## src/rtl/serial_cfg.svh

```systemverilog
`ifndef SERIAL_CFG_SVH
`define SERIAL_CFG_SVH

// number of channel engines
`define SERIAL_CHANNELS 4

// bits per serial word
`define SERIAL_BITS 8

// in_clk cycles per half period of the serial clock
`define SERIAL_CLK_DIV 4

// serial clock level between transfers
`define SERIAL_CLK_IDLE 1

// apb address width
// upper nibble picks the channel, lower nibble the register
`define SERIAL_ADDR_BITS 8

`endif
```

## src/rtl/serial_pkg.sv

```systemverilog
`include "serial_cfg.svh"

package serial_pkg;

	// at least one bit even for a single channel
	localparam int CHAN_BITS = (`SERIAL_CHANNELS > 1) ? $clog2(`SERIAL_CHANNELS) : 1;

	// one serial word
	typedef logic [`SERIAL_BITS-1:0] t_word;

	// channel index
	typedef logic [CHAN_BITS-1:0] t_chan;

	// register offsets inside one channel window
	typedef enum logic [3:0] {
		// write starts a transfer
		reg_tx     = 4'h0,
		// bit 0 busy, bit 1 done
		reg_status = 4'h4,
		// received word, read clears done
		reg_rx     = 4'h8,
		// bit 0 lsb_first
		reg_ctrl   = 4'hC
	} t_reg;

	// engine states
	typedef enum logic {
		ready,
		transmit
	} t_serial_state;

endpackage

```

## src/rtl/serial_chan_if.sv

```systemverilog
interface serial_chan_if import serial_pkg::*; ();

	// transfer request from the register block
	logic start;
	t_word tx_word;
	logic lsb_first;

	// engine status and finished word
	logic busy;
	t_word rx_word;
	logic rx_valid;

	// host has read the rx register
	logic rd_ack;

	// register block side
	modport regs (
		output start, output tx_word, output lsb_first, output rd_ack,
		input busy
	);

	// shift engine side
	modport engine (
		input start, input tx_word, input lsb_first,
		output busy, output rx_word, output rx_valid
	);

	// collector only listens
	modport collect (input rx_word, input rx_valid, input rd_ack);

endinterface

```

## src/rtl/serial_top.sv

```systemverilog
`include "serial_cfg.svh"

module serial_top import serial_pkg::*; (
	input logic in_clk,
	input logic in_rst,
	input logic [`SERIAL_ADDR_BITS-1:0] paddr,
	input logic psel,
	input logic penable,
	input logic pwrite,
	input logic [31:0] pwdata,
	output logic [31:0] prdata,
	output logic pready,
	output logic pslverr,
	output logic [`SERIAL_CHANNELS-1:0] ser_clk,
	output logic [`SERIAL_CHANNELS-1:0] ser_out,
	input logic [`SERIAL_CHANNELS-1:0] ser_in
);

	// one link per channel
	serial_chan_if chan [`SERIAL_CHANNELS] ();

	// collector results back to the read mux
	t_word rd_data [`SERIAL_CHANNELS];
	logic [`SERIAL_CHANNELS-1:0] done;

	serial_apb_regs regs_inst (
		.in_clk(in_clk),
		.in_rst(in_rst),
		.paddr(paddr),
		.psel(psel),
		.penable(penable),
		.pwrite(pwrite),
		.pwdata(pwdata),
		.prdata(prdata),
		.pready(pready),
		.pslverr(pslverr),
		.chan(chan),
		.rd_data(rd_data),
		.done(done)
	);

	genvar i;
	generate
		for (i = 0; i < `SERIAL_CHANNELS; i++) begin : g_engine
			serial_engine engine_inst (
				.in_clk(in_clk),
				.in_rst(in_rst),
				.chan(chan[i]),
				.ser_clk(ser_clk[i]),
				.ser_out(ser_out[i]),
				.ser_in(ser_in[i])
			);
		end
	endgenerate

	serial_rx_collect collect_inst (
		.in_clk(in_clk),
		.in_rst(in_rst),
		.chan(chan),
		.rd_data(rd_data),
		.done(done)
	);

endmodule

```

## src/rtl/serial_rx_collect.sv

```systemverilog
`include "serial_cfg.svh"

module serial_rx_collect import serial_pkg::*; (
	input logic in_clk,
	input logic in_rst,
	serial_chan_if.collect chan [`SERIAL_CHANNELS],
	output t_word rd_data [`SERIAL_CHANNELS],
	output logic [`SERIAL_CHANNELS-1:0] done
);

	genvar i;
	generate
		for (i = 0; i < `SERIAL_CHANNELS; i++) begin : g_chan
			// last word from this engine
			t_word word_q;
			// sticky until the host reads reg_rx
			logic done_q;

			// newer word overwrites an unread one
			always_ff @(posedge in_clk) begin
				if (chan[i].rx_valid)
					word_q <= chan[i].rx_word;
			end

			always_ff @(posedge in_clk) begin
				if (in_rst) begin
					done_q <= 1'b0;
				end else if (chan[i].rx_valid) begin
					// set wins over a clearing read
					done_q <= 1'b1;
				end else if (chan[i].rd_ack) begin
					done_q <= 1'b0;
				end
			end

			assign rd_data[i] = word_q;
			assign done[i] = done_q;

			// register block acks only a pending word
			a_ack_pending: assert property (
				@(posedge in_clk) disable iff (in_rst)
				chan[i].rd_ack |-> done_q
			);
		end
	endgenerate

endmodule

```

## src/rtl/serial_engine.sv

```systemverilog
`include "serial_cfg.svh"

module serial_engine import serial_pkg::*; (
	input logic in_clk,
	input logic in_rst,
	serial_chan_if.engine chan,
	output logic ser_clk,
	output logic ser_out,
	input logic ser_in
);

	localparam int CTR_BITS = ($clog2(`SERIAL_BITS) > 0) ? $clog2(`SERIAL_BITS) : 1;
	localparam logic [CTR_BITS-1:0] LAST_BIT = CTR_BITS'(`SERIAL_BITS - 1);
	// in_clk cycles spent in transmit for one word
	localparam int WORD_CYCLES = 2 * `SERIAL_CLK_DIV * `SERIAL_BITS;

	t_serial_state state;

	// bit counter in transmit order
	logic [CTR_BITS-1:0] bit_ctr;
	// same counter mapped to a word position
	logic [CTR_BITS-1:0] bit_pos;

	// words latched at start and built during shifting
	t_word tx_q;
	t_word rx_q;
	logic lsb_q;

	logic ser_out_q;
	logic rx_valid_q;

	// divider handshake
	logic run;
	logic tick_lead;
	logic tick_trail;

	assign run = (state == transmit);

	serial_clkgen clkgen_inst (
		.in_clk(in_clk),
		.in_rst(in_rst),
		.run(run),
		.sclk(ser_clk),
		.tick_lead(tick_lead),
		.tick_trail(tick_trail)
	);

	// lsb first walks up, msb first walks down
	assign bit_pos = lsb_q ? bit_ctr : (LAST_BIT - bit_ctr);

	always_ff @(posedge in_clk) begin
		if (in_rst) begin
			state <= ready;
			bit_ctr <= '0;
			ser_out_q <= 1'b1;
			rx_valid_q <= 1'b0;
		end else begin
			rx_valid_q <= 1'b0;
			case (state)
				// wait for a start pulse
				ready: begin
					bit_ctr <= '0;
					ser_out_q <= 1'b1;
					if (chan.start)
						state <= transmit;
				end

				transmit: begin
					// drive next bit as the pulse opens
					if (tick_lead)
						ser_out_q <= tx_q[bit_pos];

					// pulse closes, advance or finish
					if (tick_trail) begin
						if (bit_ctr == LAST_BIT) begin
							state <= ready;
							bit_ctr <= '0;
							ser_out_q <= 1'b1;
							rx_valid_q <= 1'b1;
						end else begin
							bit_ctr <= bit_ctr + 1'b1;
						end
					end
				end

				default: state <= ready;
			endcase
		end
	end

	always_ff @(posedge in_clk) begin
		// settings frozen for the whole word
		if ((state == ready) && chan.start) begin
			tx_q <= chan.tx_word;
			lsb_q <= chan.lsb_first;
		end
		// sample device line where the pulse closes
		if ((state == transmit) && tick_trail)
			rx_q[bit_pos] <= ser_in;
	end

	assign chan.busy = run;
	assign chan.rx_word = rx_q;
	assign chan.rx_valid = rx_valid_q;
	assign ser_out = ser_out_q;

	// register block must not start a busy channel
	a_start_ready: assert property (
		@(posedge in_clk) disable iff (in_rst)
		chan.start |-> (state == ready)
	);

	// finished word closes a transmit run of full word length
	a_valid_after_tx: assert property (
		@(posedge in_clk) disable iff (in_rst)
		chan.rx_valid |-> ($past(state) == transmit) && $past(run, WORD_CYCLES)
			&& !$past(run, WORD_CYCLES + 1)
	);

endmodule

```

## src/rtl/serial_clkgen.sv

```systemverilog
`include "serial_cfg.svh"

module serial_clkgen (
	input logic in_clk,
	input logic in_rst,
	input logic run,
	output logic sclk,
	output logic tick_lead,
	output logic tick_trail
);

	// wide enough for a divider of 1
	localparam int CNT_BITS = $clog2(`SERIAL_CLK_DIV + 1);

	logic [CNT_BITS-1:0] cnt;
	logic half_end;

	// last cycle of a half period
	assign half_end = run && (cnt == CNT_BITS'(`SERIAL_CLK_DIV - 1));

	// leaving idle level starts the pulse
	assign tick_lead = half_end && (sclk == 1'(`SERIAL_CLK_IDLE));
	// returning to idle level ends it
	assign tick_trail = half_end && (sclk != 1'(`SERIAL_CLK_IDLE));

	always_ff @(posedge in_clk) begin
		if (in_rst || !run) begin
			// parked at idle between transfers
			cnt <= '0;
			sclk <= 1'(`SERIAL_CLK_IDLE);
		end else if (half_end) begin
			cnt <= '0;
			sclk <= ~sclk;
		end else begin
			cnt <= cnt + 1'b1;
		end
	end

endmodule

```

## src/rtl/serial_apb_regs.sv

```systemverilog
`include "serial_cfg.svh"

module serial_apb_regs import serial_pkg::*; (
	input logic in_clk,
	input logic in_rst,
	input logic [`SERIAL_ADDR_BITS-1:0] paddr,
	input logic psel,
	input logic penable,
	input logic pwrite,
	input logic [31:0] pwdata,
	output logic [31:0] prdata,
	output logic pready,
	output logic pslverr,
	serial_chan_if.regs chan [`SERIAL_CHANNELS],
	input t_word rd_data [`SERIAL_CHANNELS],
	input logic [`SERIAL_CHANNELS-1:0] done
);

	// per-channel host registers
	t_word tx_word_q [`SERIAL_CHANNELS];
	logic [`SERIAL_CHANNELS-1:0] lsb_first_q;
	logic [`SERIAL_CHANNELS-1:0] start_q;
	logic [`SERIAL_CHANNELS-1:0] rd_ack_q;
	logic [`SERIAL_CHANNELS-1:0] busy;

	// rx read takes one wait state
	logic rx_wait;
	t_word rx_q;

	// address decode
	t_chan ch;
	t_reg off;
	logic chan_ok;
	logic off_ok;
	logic addr_ok;

	// access qualifiers
	logic access;
	logic rx_read;
	logic rx_first;
	logic busy_sel;
	logic wr_refused;
	logic wr_tx;
	logic wr_ctrl;

	// channel in the upper nibble
	assign ch = t_chan'(paddr >> 4);
	assign off = t_reg'(paddr[3:0]);
	assign chan_ok = (paddr >> 4) < `SERIAL_CHANNELS;

	always_comb begin
		case (off)
			reg_tx, reg_status, reg_rx, reg_ctrl: off_ok = 1'b1;
			default: off_ok = 1'b0;
		endcase
	end

	assign addr_ok = chan_ok && off_ok;
	assign access = psel && penable;

	// a start still in flight counts as busy
	assign busy_sel = busy[ch] || start_q[ch];

	assign rx_read = addr_ok && !pwrite && (off == reg_rx);
	// first access cycle of an rx read
	assign rx_first = access && rx_read && !rx_wait;

	// everything but rx reads ends in the first access cycle
	assign pready = access && (!rx_read || rx_wait);

	// tx and ctrl are locked while the channel shifts
	assign wr_refused = pwrite && ((off == reg_tx) || (off == reg_ctrl)) && busy_sel;
	assign pslverr = pready && (!addr_ok || wr_refused);

	assign wr_tx = pready && addr_ok && pwrite && (off == reg_tx) && !busy_sel;
	assign wr_ctrl = pready && addr_ok && pwrite && (off == reg_ctrl) && !busy_sel;

	// read mux, zero for unknown addresses and writes
	always_comb begin
		prdata = '0;
		if (access && addr_ok && !pwrite) begin
			case (off)
				reg_tx: prdata = 32'(tx_word_q[ch]);
				reg_status: prdata = {30'd0, done[ch], busy_sel};
				reg_rx: prdata = 32'(rx_q);
				reg_ctrl: prdata = {31'd0, lsb_first_q[ch]};
				default: prdata = '0;
			endcase
		end
	end

	always_ff @(posedge in_clk) begin
		if (in_rst) begin
			start_q <= '0;
			rd_ack_q <= '0;
			rx_wait <= 1'b0;
			lsb_first_q <= '1;
		end else begin
			// single-cycle pulses
			start_q <= '0;
			rd_ack_q <= '0;
			rx_wait <= rx_first;
			if (wr_tx)
				start_q[ch] <= 1'b1;
			if (wr_ctrl)
				lsb_first_q[ch] <= pwdata[0];
			// ack lands in the completing cycle, only if there is a word
			if (rx_first)
				rd_ack_q[ch] <= done[ch];
		end
	end

	always_ff @(posedge in_clk) begin
		if (wr_tx)
			tx_word_q[ch] <= pwdata[`SERIAL_BITS-1:0];
		// hold collector word for the wait state
		if (rx_first)
			rx_q <= rd_data[ch];
	end

	genvar i;
	generate
		for (i = 0; i < `SERIAL_CHANNELS; i++) begin : g_chan
			assign chan[i].start = start_q[i];
			assign chan[i].tx_word = tx_word_q[i];
			assign chan[i].lsb_first = lsb_first_q[i];
			assign chan[i].rd_ack = rd_ack_q[i];
			assign busy[i] = chan[i].busy;
		end
	endgenerate

	// master keeps address and direction from setup into access
	a_setup_stable: assert property (
		@(posedge in_clk) disable iff (in_rst)
		(psel && !penable) |=> ($stable(paddr) && $stable(pwrite))
	);

endmodule

```

## config.mk

```make
export PLATFORM = sky130hd
export DESIGN_NAME = serial_top
export DESIGN_NICKNAME = d
export VERILOG_FILES = /design/src/rtl/serial_pkg.sv /design/src/rtl/serial_chan_if.sv /design/src/rtl/serial_top.sv /design/src/rtl/serial_rx_collect.sv /design/src/rtl/serial_engine.sv /design/src/rtl/serial_clkgen.sv /design/src/rtl/serial_apb_regs.sv
export VERILOG_INCLUDE_DIRS = /design/src /design/src/rtl
export SDC_FILE = /design/constraint.sdc
export NUM_CORES = 1
export LEC_CHECK = 0
export BUFFER_PORTS_ARGS = -buffer_cell sky130_fd_sc_hd__buf_2
export CAP_MARGIN = 10
export CORE_ASPECT_RATIO = 1.75
export CORE_MARGIN = 10
export CORE_UTILIZATION = 40
export DETAILED_ROUTE_END_ITERATION = 10
export SLEW_MARGIN = 10
export SYNTH_ARGS = -nofsm -noshare
export SYNTH_HDL_FRONTEND = slang
export SYNTH_SLANG_ARGS = --single-unit
```

## constraint.sdc

```tcl
create_clock -name in_clk -period 3.4 [get_ports in_clk]
set_input_delay 0.51 -clock in_clk [delete_from_list [all_inputs] [get_ports in_clk]]
set_output_delay 0.51 -clock in_clk [all_outputs]
set_load 0.02 [all_outputs]
```

==> summary.txt <==
Timing
  – Total negative slack: 0 ns
  – RSZ-0062 raised after global routing: false
  – Worst-Margin Slew: ~0.91 ns
  – Worst Hold Slack: a little under 0.3 ns
  – Slew HR: around two fifths
  – Fin Clk Skew: between 0.01 and 0.015 ns
  – Fmax: roughly 360 MHz
  – Setup Viol. Count Final: 0
  – Fin crit share: between 80% and 90%
  – Max Slew Vio Count: 0
  – Final hold violation count: 0
  – Final Critical Period: 2.79 ns

Min path
  – Hold crit path type: input pin to flop
  – HP Start: pwdata[3]
  – Hold path depth: 1
  – Hold Path End: regs_inst.tx_word_q[1][3]$_DFFE_PP_

Global routing
  – First-pass GRT wire length: between 20000 and 30000 microns
  – Total GRT Usage: about 13%
  – Largest net degree at the start of global routing: 30
  – Global route overflow: 0
  – Vias in the first global route: around 5.4k
  – Initial antenna violation count: 2

Layout
  – Total area of sequential cells: around 5300 sq um
  – Synth-to-layout area growth: 9.92%
  – Share of cells above drive strength 1: between 10% and 20%
  – Layout net count: ~760
  – Area of the multi-input gates: approximately 3000 sq um
  – Fill cells: just under 2k

Floorplanning
  – Core Region: roughly 21000 sq um
  – Die W: approximately 130 microns
  – Starting density of the core: approximately 41%
  – Row count: between 70 and 80
  – Die area: 28300 sq um
  – Die H: between 200 and 250 microns
  – # IOs: about 90

Yosys
  – Area contributors post-synth: edfxtp_1 48%, dfxtp_1 13%, mux4_2 7.0%
  – Dominant synthesized flop cell: edfxtp_1
  – Mapped Cells: 681
  – Synth cell types: 61
  – Top-area cell type share of the netlist area: between 40 and 50%
  – Synthesized area: between 8000 and 9000 sq um
  – Synth async-reset ratio: 0%
  – Avg Synthesized Cell Area: approximately 13 sq um
  – Sequential fraction of the synthesis area: about three fifths
  – Flip-flop and latch count after synthesis: roughly 200
  – Syn. warnings: 0
  – Number of synthesized flops with an enable pin: 140
  – Synth area leader: edfxtp_1

Worst setup path
  – Worst reg-to-reg path cell count: 5
  – Worst Path Max Fanout: 29
  – Crit path required time: 2.89 ns
  – FF-to-FF Start: g_engine[0].engine_inst.chan.busy$_SDFF_PP0_
  – Reg2reg end: regs_inst.tx_word_q[2][7]$_DFFE_PP_
  – R2R setup slack: 1.37 ns
  – CP Capture Type: output pin
  – Crit path launch type: input pin
  – CP Class: input pin to output pin
  – Crit path DAT: 2.28 ns

CTS
  – CTS tree: built
  – CTS H-tree depth: 4
  – Clock tree buffer depth: 2
  – Sink Count: around 200
  – Hold buffer count at cts: 0
  – CTS root buf: clkbuf_16
  – Clk slew on worst S/H paths: 0.08 ns
  – Number of setup buffers added after CTS: 0
  – Total CTS buffers: 17
  – Post-cts sizing count: 0
  – Clock latency on the worst-skew pair: around 0.44 ns

Route
  – Post-DRT Antenna Nets: 0
  – First-pass DRT Iterations: 5
  – Via count: between 5k and 6k
  – Iter 0 DRT Violations: 345
  – Post-detailed-routing wire length: 19100 microns
  – Via density: 5.32
  – Drc violations: 0
  – WL per Instance: approximately 19 microns

Place
  – Hpwl dp: approximately 15000 microns
  – Placer Congestion: 0.868
  – IO Port Bufs: 42

Run status
  – Status: finished clean

Pwr
  – Pleak: roughly 3.1 nW
  – Pwr dens: between 400 and 500 nW/um^2
  – Peak VDD IR: 0.276 mV
  – Total power: roughly 4.6 mW

Job
  – Max Cap Viol: 0
## flip-flops by register name, summed over array words and instances, names as in the netlist
register	count
g_engine.engine_inst.ser_out	4
regs_inst.rd_ack_q	4
g_engine.engine_inst.clkgen_inst.cnt	12
g_engine.engine_inst.clkgen_inst.sclk	4
g_engine.engine_inst.chan.rx_word	32
g_engine.engine_inst.bit_ctr	12
g_engine.engine_inst.chan.rx_valid	4
g_engine.engine_inst.lsb_q	4
g_engine.engine_inst.tx_q	32
regs_inst.rx_q	8
collect_inst.g_chan.done_q	4
g_engine.engine_inst.chan.busy	4
regs_inst.start_q	4
collect_inst.g_chan.word_q	32
regs_inst.tx_word_q	32
regs_inst.lsb_first_q	4
regs_inst.rx_wait	1
## worst max-delay path by stage
stage / from / endpoint / slack [ns] / cells after the start
2_1_floorplan: paddr[1] / prdata[0] / 1.15 / 5
3_3_place_gp: paddr[4] / prdata[0] / 0.63 / 5
3_5_place_dp: paddr[4] / prdata[0] / 0.61 / 5
4_1_cts: paddr[4] / prdata[0] / 0.61 / 5
5_1_grt: paddr[4] / prdata[0] / 0.51 / 5
6_report: paddr[4] / prdata[0] / 0.61 / 5
## per-layer routing
layer / up-vias / global-route usage (%) / share of wire [%]
li1: 2543 / - / -
met1: 2606 / 13.1 / 36
met2: 161 / 23.7 / 53
met3: 45 / 3.29 / 4.6
met4: 0 / 10.9 / 6.5
met5: - / 0 / 0
## cell usage after synthesis, drive strengths merged, types with 18 or more instances
cell and count:
a21oi 33, a22oi 18, buf 50, clkbuf 24
dfxtp 57, edfxtp 140, mux4 27, nand2 48
nand3 35, nor2 51, nor2b 20, nor3 25
## per-stage QoR
| step | area [sq um] | utilization [%] | instances | setup slack (ns) |
|---|---|---|---|---|
| floorplan | 8800 | - | 704 | 1.15 |
| global placement | 9010 | 41.9 | 972 | 0.634 |
| detailed placement | 9010 | 41.9 | 972 | 0.609 |
| CTS | 9580 | 44.6 | 1004 | 0.610 |
| global route | 9580 | 44.6 | 1006 | 0.507 |
| finish | 9580 | 44.6 | 1006 | 0.608 |
## kinds of logic (layout without fill, tap and decap cells)
kind of cell	count (synthesis)	in the layout	share of synthesized area (%)
and+or+nand+nor	244	244	15.0
buffers and inverters	86	94	5.48
AOI/OAI and AO/OA	96	96	7.29
muxes	39	39	8.40
adders and majority gates	16	16	2.30
xor gates and xnor gates	2	2	0.201
DFF	197	197	61.3
other	1	26	0.0430
## layout by cell type, fill, tap and decap left out, drive strengths merged, types with 3 or more instances in the layout
cell,instances
o21ai,6
conb,24
ha,16
a211oi,6
nand3b,7
clkinvlp,4
nor3,25
and2,3
inv,14
a31oi,11
edfxtp,140
mux2,3
nor2b,20
a211o,4
nor4,9
nand4,8
clkbuf,21
a22oi,18
mux2i,9
a21oi,33
buf,50
and3,7
clkinv,3
nand2,48
nand2b,5
nor2,51
nor3b,11
dfxtp,57
or2,7
a32oi,3
nand3,35
mux4,27
## cell type report
cell class,instances,area share [%]
Inverter,12,0.470
Multi-Input combinational cell,421,31.1
Antenna cell,2,0.0522
Sequential cell,197,55.8
Tap cell,292,3.81
Clock inverter,11,1.36
Timing Repair Buffer,50,2.82
Clock buffer,21,4.60
## worst max-delay path, cell delays in order
cell and delay [ns]:
buf_2 0.62, mux4_2 0.61, a22oi_1 0.24, a31oi_1 0.11, buf_2 0.18
## power by group
group          total (mW)  switching [mW]  internal, mW
clock                1.95           0.862          1.09
sequential           2.55       0.0000788          2.55
combinational       0.126          0.0885        0.0377
total                4.63           0.951          3.68
Note: power is estimated with default switching activity, not from simulation.
